--- src/hdl/respq_config.svh ---
/*
  response queue configuration macros
  queue depth, entry id width, responder count
*/
`ifndef RESPQ_CONFIG_SVH
`define RESPQ_CONFIG_SVH

// number of queue entries, 2 to 16
`define RESPQ_DEPTH 8

// entry id width, must cover RESPQ_DEPTH
`define RESPQ_ID_W 3

// responders: l2, ebiu, piu3..piu0
// fixed by the named response ports
`define RESPQ_SRC_NUM 6

`endif

--- src/hdl/respq_pkg.sv ---
/*
  response queue shared types
  entry id, entry mask, responder mask
  and responder bit positions
*/
`default_nettype none
`include "respq_config.svh"

package respq_pkg;

  // index of one queue entry
  typedef logic [`RESPQ_ID_W-1:0] entry_id_t;

  // one bit per entry: busy, valid, pop, pending
  typedef logic [`RESPQ_DEPTH-1:0] entry_mask_t;

  // one bit per responder, set means nothing owed
  typedef logic [`RESPQ_SRC_NUM-1:0] src_mask_t;

  // responder bit positions in src_mask_t
  localparam int SRC_L2C  = 5;
  localparam int SRC_EBIU = 4;
  localparam int SRC_PIU3 = 3;
  localparam int SRC_PIU2 = 2;
  localparam int SRC_PIU1 = 1;
  localparam int SRC_PIU0 = 0;

endpackage

`default_nettype wire

--- src/hdl/respq_ctrl.sv ---
/*
  response queue allocation control
  busy mask, lowest free index, create handshake,
  per-entry create strobes, outstanding count
*/
`timescale 1ns/1ps
`default_nettype none
`include "respq_config.svh"

module respq_ctrl (
  input  logic                   respqentyclk,
  input  logic                   cpurst_b,
  input  logic                   create_vld,
  input  respq_pkg::entry_mask_t entry_vld,
  input  respq_pkg::entry_mask_t retire_pend,
  output logic                   create_rdy,
  output respq_pkg::entry_id_t   create_id,
  output respq_pkg::entry_mask_t entry_create_en
);

  // wide enough to hold the full depth
  localparam int CNT_W = `RESPQ_ID_W + 1;

  respq_pkg::entry_mask_t busy;
  respq_pkg::entry_mask_t busy_snap_q;
  respq_pkg::entry_mask_t freed;
  logic [CNT_W-1:0]       cnt_q;
  logic [CNT_W-1:0]       free_cnt;
  logic [CNT_W-1:0]       cnt_cur;
  logic                   create_fire;

  // busy while valid or still waiting to retire
  assign busy = entry_vld | retire_pend;

  //==================================================
  // lowest free index
  //==================================================

  // scan high to low so the lowest free index wins
  always_comb
  begin
    create_id = '0;
    for (int i = `RESPQ_DEPTH - 1; i >= 0; i--)
    begin
      if (!busy[i])
      begin
        create_id = respq_pkg::entry_id_t'(i);
      end
    end
  end

  //==================================================
  // outstanding count
  //==================================================

  // entries busy at the last edge that have since retired
  assign freed = busy_snap_q & ~busy;

  always_comb
  begin
    free_cnt = '0;
    for (int i = 0; i < `RESPQ_DEPTH; i++)
    begin
      free_cnt = free_cnt + CNT_W'(freed[i]);
    end
  end

  // count of entries busy right now
  assign cnt_cur = cnt_q - free_cnt;

  // full flag from the count
  assign create_rdy  = (cnt_cur != CNT_W'(`RESPQ_DEPTH));
  assign create_fire = create_vld & create_rdy;

  // single strobe to the chosen entry
  assign entry_create_en = create_fire ?
                           (respq_pkg::entry_mask_t'(1) << create_id) : '0;

  always_ff @(posedge respqentyclk or negedge cpurst_b)
  begin
    if (!cpurst_b)
    begin
      cnt_q       <= '0;
      busy_snap_q <= '0;
    end
    else
    begin
      cnt_q       <= cnt_cur + CNT_W'(create_fire);
      busy_snap_q <= busy | entry_create_en;
    end
  end

endmodule

`default_nettype wire

--- src/hdl/respq_entry.sv ---
/*
  single response queue entry
  valid flag, dvm flag, six completion bits
  self pop once every responder has completed
*/
`timescale 1ns/1ps
`default_nettype none

module respq_entry (
  input  logic                 respqentyclk,
  input  logic                 cpurst_b,
  input  logic                 create_en,
  input  logic                 create_dvm,
  input  respq_pkg::src_mask_t create_cmplt_init,
  input  respq_pkg::src_mask_t resp_en,
  output logic                 vld,
  output logic                 dvm,
  output logic                 pop
);

  //==================================================
  // entry content
  //   vld   : operation outstanding
  //   dvm   : dvm operation
  //   cmplt : [5] l2, [4] ebiu, [3:0] piu3..piu0
  //==================================================

  logic                 vld_q;
  logic                 dvm_q;
  respq_pkg::src_mask_t cmplt_q;
  respq_pkg::src_mask_t cmplt_nxt;
  logic                 all_cmplt;

  // every responder done
  assign all_cmplt = &cmplt_q;

  // pop only while valid, clears valid next edge
  assign pop = vld_q & all_cmplt;

  //==================================================
  // valid flag
  //==================================================

  always_ff @(posedge respqentyclk or negedge cpurst_b)
  begin
    if (!cpurst_b)
    begin
      vld_q <= 1'b0;
    end
    else if (create_en)
    begin
      vld_q <= 1'b1;
    end
    else if (pop)
    begin
      vld_q <= 1'b0;
    end
  end

  //==================================================
  // completion bits
  //==================================================

  // create reloads the mask and wins over responses
  // a response only ever sets its own bit
  always_comb
  begin
    if (create_en)
    begin
      cmplt_nxt = create_cmplt_init;
    end
    else
    begin
      cmplt_nxt = cmplt_q | resp_en;
    end
  end

  always_ff @(posedge respqentyclk or negedge cpurst_b)
  begin
    if (!cpurst_b)
    begin
      cmplt_q <= '0;
    end
    else
    begin
      cmplt_q <= cmplt_nxt;
    end
  end

  //==================================================
  // dvm flag
  //==================================================

  // loaded at create, held until the next create
  always_ff @(posedge respqentyclk)
  begin
    if (create_en)
    begin
      dvm_q <= create_dvm;
    end
  end

  // outputs
  assign vld = vld_q;
  assign dvm = dvm_q;

endmodule

`default_nettype wire

--- src/hdl/respq_resp_decode.sv ---
/*
  response pulse decoder
  six responder valid/id pairs in,
  one six-bit completion strobe per entry out
*/
`timescale 1ns/1ps
`default_nettype none
`include "respq_config.svh"

module respq_resp_decode (
  input  logic                 l2c_resp_vld,
  input  respq_pkg::entry_id_t l2c_resp_id,
  input  logic                 ebiu_resp_vld,
  input  respq_pkg::entry_id_t ebiu_resp_id,
  input  logic                 piu3_resp_vld,
  input  respq_pkg::entry_id_t piu3_resp_id,
  input  logic                 piu2_resp_vld,
  input  respq_pkg::entry_id_t piu2_resp_id,
  input  logic                 piu1_resp_vld,
  input  respq_pkg::entry_id_t piu1_resp_id,
  input  logic                 piu0_resp_vld,
  input  respq_pkg::entry_id_t piu0_resp_id,
  output respq_pkg::src_mask_t entry_resp_en [`RESPQ_DEPTH]
);

  //==================================================
  // gather responders into mask order
  //==================================================

  respq_pkg::src_mask_t src_vld;
  respq_pkg::entry_id_t src_id [`RESPQ_SRC_NUM];

  assign src_vld[respq_pkg::SRC_L2C]  = l2c_resp_vld;
  assign src_vld[respq_pkg::SRC_EBIU] = ebiu_resp_vld;
  assign src_vld[respq_pkg::SRC_PIU3] = piu3_resp_vld;
  assign src_vld[respq_pkg::SRC_PIU2] = piu2_resp_vld;
  assign src_vld[respq_pkg::SRC_PIU1] = piu1_resp_vld;
  assign src_vld[respq_pkg::SRC_PIU0] = piu0_resp_vld;

  assign src_id[respq_pkg::SRC_L2C]   = l2c_resp_id;
  assign src_id[respq_pkg::SRC_EBIU]  = ebiu_resp_id;
  assign src_id[respq_pkg::SRC_PIU3]  = piu3_resp_id;
  assign src_id[respq_pkg::SRC_PIU2]  = piu2_resp_id;
  assign src_id[respq_pkg::SRC_PIU1]  = piu1_resp_id;
  assign src_id[respq_pkg::SRC_PIU0]  = piu0_resp_id;

  //==================================================
  // one-hot decode, transposed per entry
  //==================================================

  // bit s of entry e: responder s answered entry e
  for (genvar e = 0; e < `RESPQ_DEPTH; e++)
  begin : g_entry
    for (genvar s = 0; s < `RESPQ_SRC_NUM; s++)
    begin : g_src
      assign entry_resp_en[e][s] = src_vld[s] &&
                                   (src_id[s] == respq_pkg::entry_id_t'(e));
    end
  end

endmodule

`default_nettype wire

--- src/hdl/respq_retire_arb.sv ---
/*
  response queue retire stage
  pending mask, dvm capture at pop,
  lowest-index select held under back-pressure
*/
`timescale 1ns/1ps
`default_nettype none
`include "respq_config.svh"

module respq_retire_arb (
  input  logic                   respqentyclk,
  input  logic                   cpurst_b,
  input  respq_pkg::entry_mask_t entry_pop,
  input  respq_pkg::entry_mask_t entry_dvm,
  input  logic                   retire_rdy,
  output respq_pkg::entry_mask_t retire_pend,
  output logic                   retire_vld,
  output respq_pkg::entry_id_t   retire_id,
  output logic                   retire_dvm
);

  respq_pkg::entry_mask_t pend_q;
  respq_pkg::entry_mask_t dvm_q;
  respq_pkg::entry_mask_t retire_clr;
  respq_pkg::entry_id_t   lowest_id;
  respq_pkg::entry_id_t   hold_id_q;
  logic                   hold_q;
  logic                   stall;

  //==================================================
  // entry select
  //==================================================

  // lowest pending entry
  always_comb
  begin
    lowest_id = '0;
    for (int i = `RESPQ_DEPTH - 1; i >= 0; i--)
    begin
      if (pend_q[i])
      begin
        lowest_id = respq_pkg::entry_id_t'(i);
      end
    end
  end

  assign retire_vld = |pend_q;
  // stalled entry keeps its slot even if a lower one pops
  assign retire_id  = hold_q ? hold_id_q : lowest_id;
  assign retire_dvm = dvm_q[retire_id];
  assign stall      = retire_vld & ~retire_rdy;

  // handshake clears the presented entry
  assign retire_clr = (retire_vld & retire_rdy) ?
                      (respq_pkg::entry_mask_t'(1) << retire_id) : '0;

  //==================================================
  // pending and dvm state
  //==================================================

  always_ff @(posedge respqentyclk or negedge cpurst_b)
  begin
    if (!cpurst_b)
    begin
      pend_q    <= '0;
      dvm_q     <= '0;
      hold_q    <= 1'b0;
      hold_id_q <= '0;
    end
    else
    begin
      pend_q    <= (pend_q & ~retire_clr) | entry_pop;
      // dvm captured as the entry pops
      dvm_q     <= (dvm_q & ~entry_pop) | (entry_dvm & entry_pop);
      hold_q    <= stall;
      hold_id_q <= retire_id;
    end
  end

  assign retire_pend = pend_q;

endmodule

`default_nettype wire

--- src/hdl/respq_top.sv ---
/*
  response queue top level
  control, response decoder, retire stage
  and the array of queue entries
*/
`timescale 1ns/1ps
`default_nettype none
`include "respq_config.svh"

module respq_top (
  input  logic                 respqentyclk,
  input  logic                 cpurst_b,
  // create handshake
  input  logic                 create_vld,
  input  logic                 create_dvm,
  input  respq_pkg::src_mask_t create_cmplt_init,
  output logic                 create_rdy,
  output respq_pkg::entry_id_t create_id,
  // responder pulses
  input  logic                 l2c_resp_vld,
  input  respq_pkg::entry_id_t l2c_resp_id,
  input  logic                 ebiu_resp_vld,
  input  respq_pkg::entry_id_t ebiu_resp_id,
  input  logic                 piu3_resp_vld,
  input  respq_pkg::entry_id_t piu3_resp_id,
  input  logic                 piu2_resp_vld,
  input  respq_pkg::entry_id_t piu2_resp_id,
  input  logic                 piu1_resp_vld,
  input  respq_pkg::entry_id_t piu1_resp_id,
  input  logic                 piu0_resp_vld,
  input  respq_pkg::entry_id_t piu0_resp_id,
  // retire handshake
  input  logic                 retire_rdy,
  output logic                 retire_vld,
  output respq_pkg::entry_id_t retire_id,
  output logic                 retire_dvm
);

  respq_pkg::entry_mask_t entry_vld;
  respq_pkg::entry_mask_t entry_dvm;
  respq_pkg::entry_mask_t entry_pop;
  respq_pkg::entry_mask_t entry_create_en;
  respq_pkg::entry_mask_t retire_pend;
  respq_pkg::src_mask_t   entry_resp_en [`RESPQ_DEPTH];

  //==================================================
  // allocation
  //==================================================

  respq_ctrl u_ctrl (
    .respqentyclk    (respqentyclk),
    .cpurst_b        (cpurst_b),
    .create_vld      (create_vld),
    .entry_vld       (entry_vld),
    .retire_pend     (retire_pend),
    .create_rdy      (create_rdy),
    .create_id       (create_id),
    .entry_create_en (entry_create_en)
  );

  // responses, always accepted
  respq_resp_decode u_resp_decode (
    .l2c_resp_vld  (l2c_resp_vld),
    .l2c_resp_id   (l2c_resp_id),
    .ebiu_resp_vld (ebiu_resp_vld),
    .ebiu_resp_id  (ebiu_resp_id),
    .piu3_resp_vld (piu3_resp_vld),
    .piu3_resp_id  (piu3_resp_id),
    .piu2_resp_vld (piu2_resp_vld),
    .piu2_resp_id  (piu2_resp_id),
    .piu1_resp_vld (piu1_resp_vld),
    .piu1_resp_id  (piu1_resp_id),
    .piu0_resp_vld (piu0_resp_vld),
    .piu0_resp_id  (piu0_resp_id),
    .entry_resp_en (entry_resp_en)
  );

  //==================================================
  // entry array
  //==================================================

  for (genvar i = 0; i < `RESPQ_DEPTH; i++)
  begin : g_entry
    respq_entry u_entry (
      .respqentyclk      (respqentyclk),
      .cpurst_b          (cpurst_b),
      .create_en         (entry_create_en[i]),
      .create_dvm        (create_dvm),
      .create_cmplt_init (create_cmplt_init),
      .resp_en           (entry_resp_en[i]),
      .vld               (entry_vld[i]),
      .dvm               (entry_dvm[i]),
      .pop               (entry_pop[i])
    );
  end

  // popped entries wait here for the consumer
  respq_retire_arb u_retire_arb (
    .respqentyclk (respqentyclk),
    .cpurst_b     (cpurst_b),
    .entry_pop    (entry_pop),
    .entry_dvm    (entry_dvm),
    .retire_rdy   (retire_rdy),
    .retire_pend  (retire_pend),
    .retire_vld   (retire_vld),
    .retire_id    (retire_id),
    .retire_dvm   (retire_dvm)
  );

endmodule

`default_nettype wire

--- config.mk ---
export PLATFORM = sky130hd
export DESIGN_NAME = respq_top
export DESIGN_NICKNAME = d
export VERILOG_FILES = /design/src/hdl/respq_pkg.sv /design/src/hdl/respq_ctrl.sv /design/src/hdl/respq_entry.sv /design/src/hdl/respq_resp_decode.sv /design/src/hdl/respq_retire_arb.sv /design/src/hdl/respq_top.sv
export VERILOG_INCLUDE_DIRS = /design/src /design/src/hdl
export SDC_FILE = /design/constraint.sdc
export NUM_CORES = 1
export LEC_CHECK = 0
export BUFFER_PORTS_ARGS = -buffer_cell sky130_fd_sc_hd__buf_2
export CORE_MARGIN = 4
export CORE_UTILIZATION = 53
export DETAILED_ROUTE_END_ITERATION = 6
export PLACE_DENSITY = 0.72
export SKIP_CTS_REPAIR_TIMING = 1
export SLEW_MARGIN = 20
export SYNTH_ARGS = -nofsm -noshare
export SYNTH_HDL_FRONTEND = slang
export SYNTH_SLANG_ARGS = --single-unit
export TNS_END_PERCENT = 100
--- constraint.sdc ---
create_clock -name respqentyclk -period 10.7 [get_ports respqentyclk]
set_input_delay 3.21 -clock respqentyclk [delete_from_list [all_inputs] [get_ports respqentyclk]]
set_output_delay 3.21 -clock respqentyclk [all_outputs]
set_load 0.005 [all_outputs]
==> summary.txt <==
Placement
  – RePlAce Congestion: 0.8780
  – Post-DP HPWL: 8459 um
  – Pre-CTS WS: 3199 ps
  – Placed cells: 598
  – # port buffers: 43

Floorplan
  – DIE HEIGHT: 103.3 um
  – Die span in x: 103.3 um
  – Core area: 8763 um^2
  – Initial Utilization: 54.95%
  – Top-Level Pins: 44
  – Cell row count: 34
  – Die area: 10680 um^2

Clock tree
  – CTS sink cnt: 96
  – H-tree levels: 3
  – CTS tree: built
  – CTS Buffer Depth: 2
  – Worst-skew pair later-pin latency: 370 ps
  – Root Buffer: clkbuf_8
  – Clock buffer count from CTS: 9
  – Reg clk slew, reported paths: 100 ps

Synth
  – Syn Area/Cell: 10.58 um^2
  – Yosys warns: 0
  – EDFF count, synth: 8
  – Post-Synthesis Cell Area: 4816 um^2
  – Mapped Cells: 455
  – Net count after synthesis: 506
  – Top FF cell, synth: dfrtp_1
  – Ys async rst share: 91.67%
  – Sequential share of the synthesized area: 50.71%
  – Netlist cell types: 48
  – Synthesized flop and latch total: 96

Timing
  – Setup TNS: 0 ps
  – Minimum clock period: 7925 ps
  – Slew @ Worst Pin: 977.0 ps
  – Final setup vio count: 0
  – RSZ-0062 raised after global routing: false
  – Fmax achieved: 0.1262 GHz
  – Period Utilization, post-route: 74.07%
  – Slew HR: 34.87%
  – Hold violation count in the final report: 0
  – Setup ws final: 2775 ps
  – Max-slew violations: 0
  – Clock skew: 16.74 ps

Critical path
  – CP Data Arrival Time: 4720 ps
  – Worst setup startpoint: u_retire_arb.retire_pend[2]
  – Slowest CP cell: fa_1
  – Crit path to: create_rdy
  – Worst r2r dst: g_entry[5].u_entry.cmplt_q[1]
  – Critical path cell sequence: nor2_1, and2_1, ha_1, inv_1, fa_1, fa_1, inv_1, fa_1, fa_1, inv_1, fa_1, nor3b_2, nand2_1, buf_2
  – CP top delay family: adder cells
  – Startpoint Class: flip-flop
  – CP max stage delay: 490 ps
  – R2R Setup Slk: 5020 ps
  – Crit path kind: flip-flop to output port
  – Crit-path max FO: 8
  – Most frequent CP cell: fa_1
  – Critical Path Sink Type: output port
  – Crit path required time: 7490 ps
  – CP Buf/Inv Count: 4
  – R2R depth: 17
  – RR Startpoint: u_retire_arb.retire_pend[2]
  – Worst path depth: 14

Finish
  – Filler instances: 745
  – Share of cells above drive strength 1: 18.77%
  – P&R area growth vs syn: 10.83%
  – ANT cells: 0
  – Multi-input gate area: 2140 um^2
  – Nets: 552
  – Non-Filler Instances: 614
  – Reg area: 2442 um^2

Routing
  – Met3 WL: 646 um
  – DR iter-0 viols: 218
  – M1 WL: 4911 um
  – DR WL/cell: 18.68 um
  – 1st-pass router iterations: 4
  – Met2 routed WL: 5665 um
  – Routed Wire Length: 11470 um
  – Top routing layer in use: met4
  – Vias per inst: 5.940
  – DRC viols: 0
  – Via count: 3647
  – ANT nets after route: 0

Global route
  – Vias in the first global route: 3670
  – GRT Util Overall: 23.68%
  – Initial antenna violation count: 0
  – GRT Residual Overflow: 0
  – Largest net degree at the start of global routing: 72
  – First-pass GRT wire length: 19030 um

Run
  – MaxCap Viol Count: 0

Min path
  – Hold Crit Class: flip-flop to flip-flop

Status
  – Status: complete, no violations
[metrics by stage]
stage	cell area [um^2]	utilization [%]	hold WS, ps
final	5338	60.91	486.6
after global placement	5137	58.62	458.3
after global routing	5338	60.91	501.5
after detailed placement	5137	58.62	465.7
after floorplan	4816	-	453.7
after CTS	5338	60.91	490.3
[cell usage after synthesis (3+ instances only)]
cell	number	share of area [%]
inv_1	52	4.1
mux2i_1	19	3.9
a21oi_1	30	3.1
a31oi_1	19	2.5
a21o_1	4	0.62
dfrtp_1	88	46
a311oi_1	6	1.1
nor2b_1	7	0.91
and3_1	3	0.39
edfxtp_1	8	5.0
mux2_4	6	1.9
a41oi_1	5	0.91
nor2_1	41	3.2
nor2_2	3	0.39
ha_1	7	1.8
and2_1	8	1.0
o21ai_0	19	2.0
fa_1	9	3.7
clkbuf_1	5	0.39
nand2b_1	4	0.52
nor4_1	4	0.52
mux2_2	17	4.0
nand4_1	8	1.0
nand3_1	5	0.52
nand2_1	32	2.5
a41o_1	13	2.7
nor3_1	4	0.42
buf_2	3	0.31
[cells in the final DEF, fill, tap and decap left out, types with 9 or more instances in the layout]
master,Yosys,final
mux2i_1,19,19
mux2_2,17,17
a31oi_1,19,19
a41o_1,13,13
clkbuf_8,0,9
a21oi_1,30,30
dfrtp_1,88,88
inv_1,52,52
fa_1,9,9
nor2_1,41,41
buf_2,3,42
nand2_1,32,32
o21ai_0,19,19
[per-layer routing]
metal	global-route usage [%]	vias up
met3	5.500	22
met4	8.367	0
met5	0	-
li1	-	1704
met1	31.15	1787
met2	38.73	134
[cell type report]
cell class                      count  share of cell area (%)
Sequential cell                    96                   45.76
Clock buffer                        9                   2.321
Clock inverter                      7                   1.430
Multi-Input combinational cell    298                   40.08
Tap cell                          108                   2.532
Inverter                           52                   3.657
Timing Repair Buffer               44                   4.219
[how the worst min path moves through the flow]
stage,startpoint,to,slack [ps],cells after the start
global placement,g_entry[4].u_entry.dvm,flip-flop,460,1
global route,g_entry[2].u_entry.dvm,flip-flop,500,1
CTS,g_entry[4].u_entry.dvm,flip-flop,490,1
detailed placement,g_entry[4].u_entry.dvm,flip-flop,470,1
floorplan,g_entry[2].u_entry.dvm,flip-flop,450,1
finish,g_entry[6].u_entry.dvm,flip-flop,490,1
[registers in the layout, summed over array words and instances, names as in the netlist, named ones only]
register                  cells
u_ctrl.cnt_q                  4
u_ctrl.busy_snap_q            8
g_entry.u_entry.vld           8
g_entry.u_entry.cmplt_q      48
g_entry.u_entry.dvm           8
u_retire_arb.hold_id_q        3
u_retire_arb.retire_pend      8
u_retire_arb.hold_q           1
[logic make-up (layout without fill, tap and decap cells)]
kind of cell	Yosys count	after routing	share of synthesized area (%)
xor+xnor	4	4	0.8835
flops	96	96	50.71
fa+ha+maj	16	16	5.560
simple gates	129	129	13.22
compound gates	107	107	14.83
buf+inv	61	112	4.988
mux	42	42	9.795
Power is not shown: default switching activity piles up to over one toggle a cycle in this logic, so the estimate is an artifact.
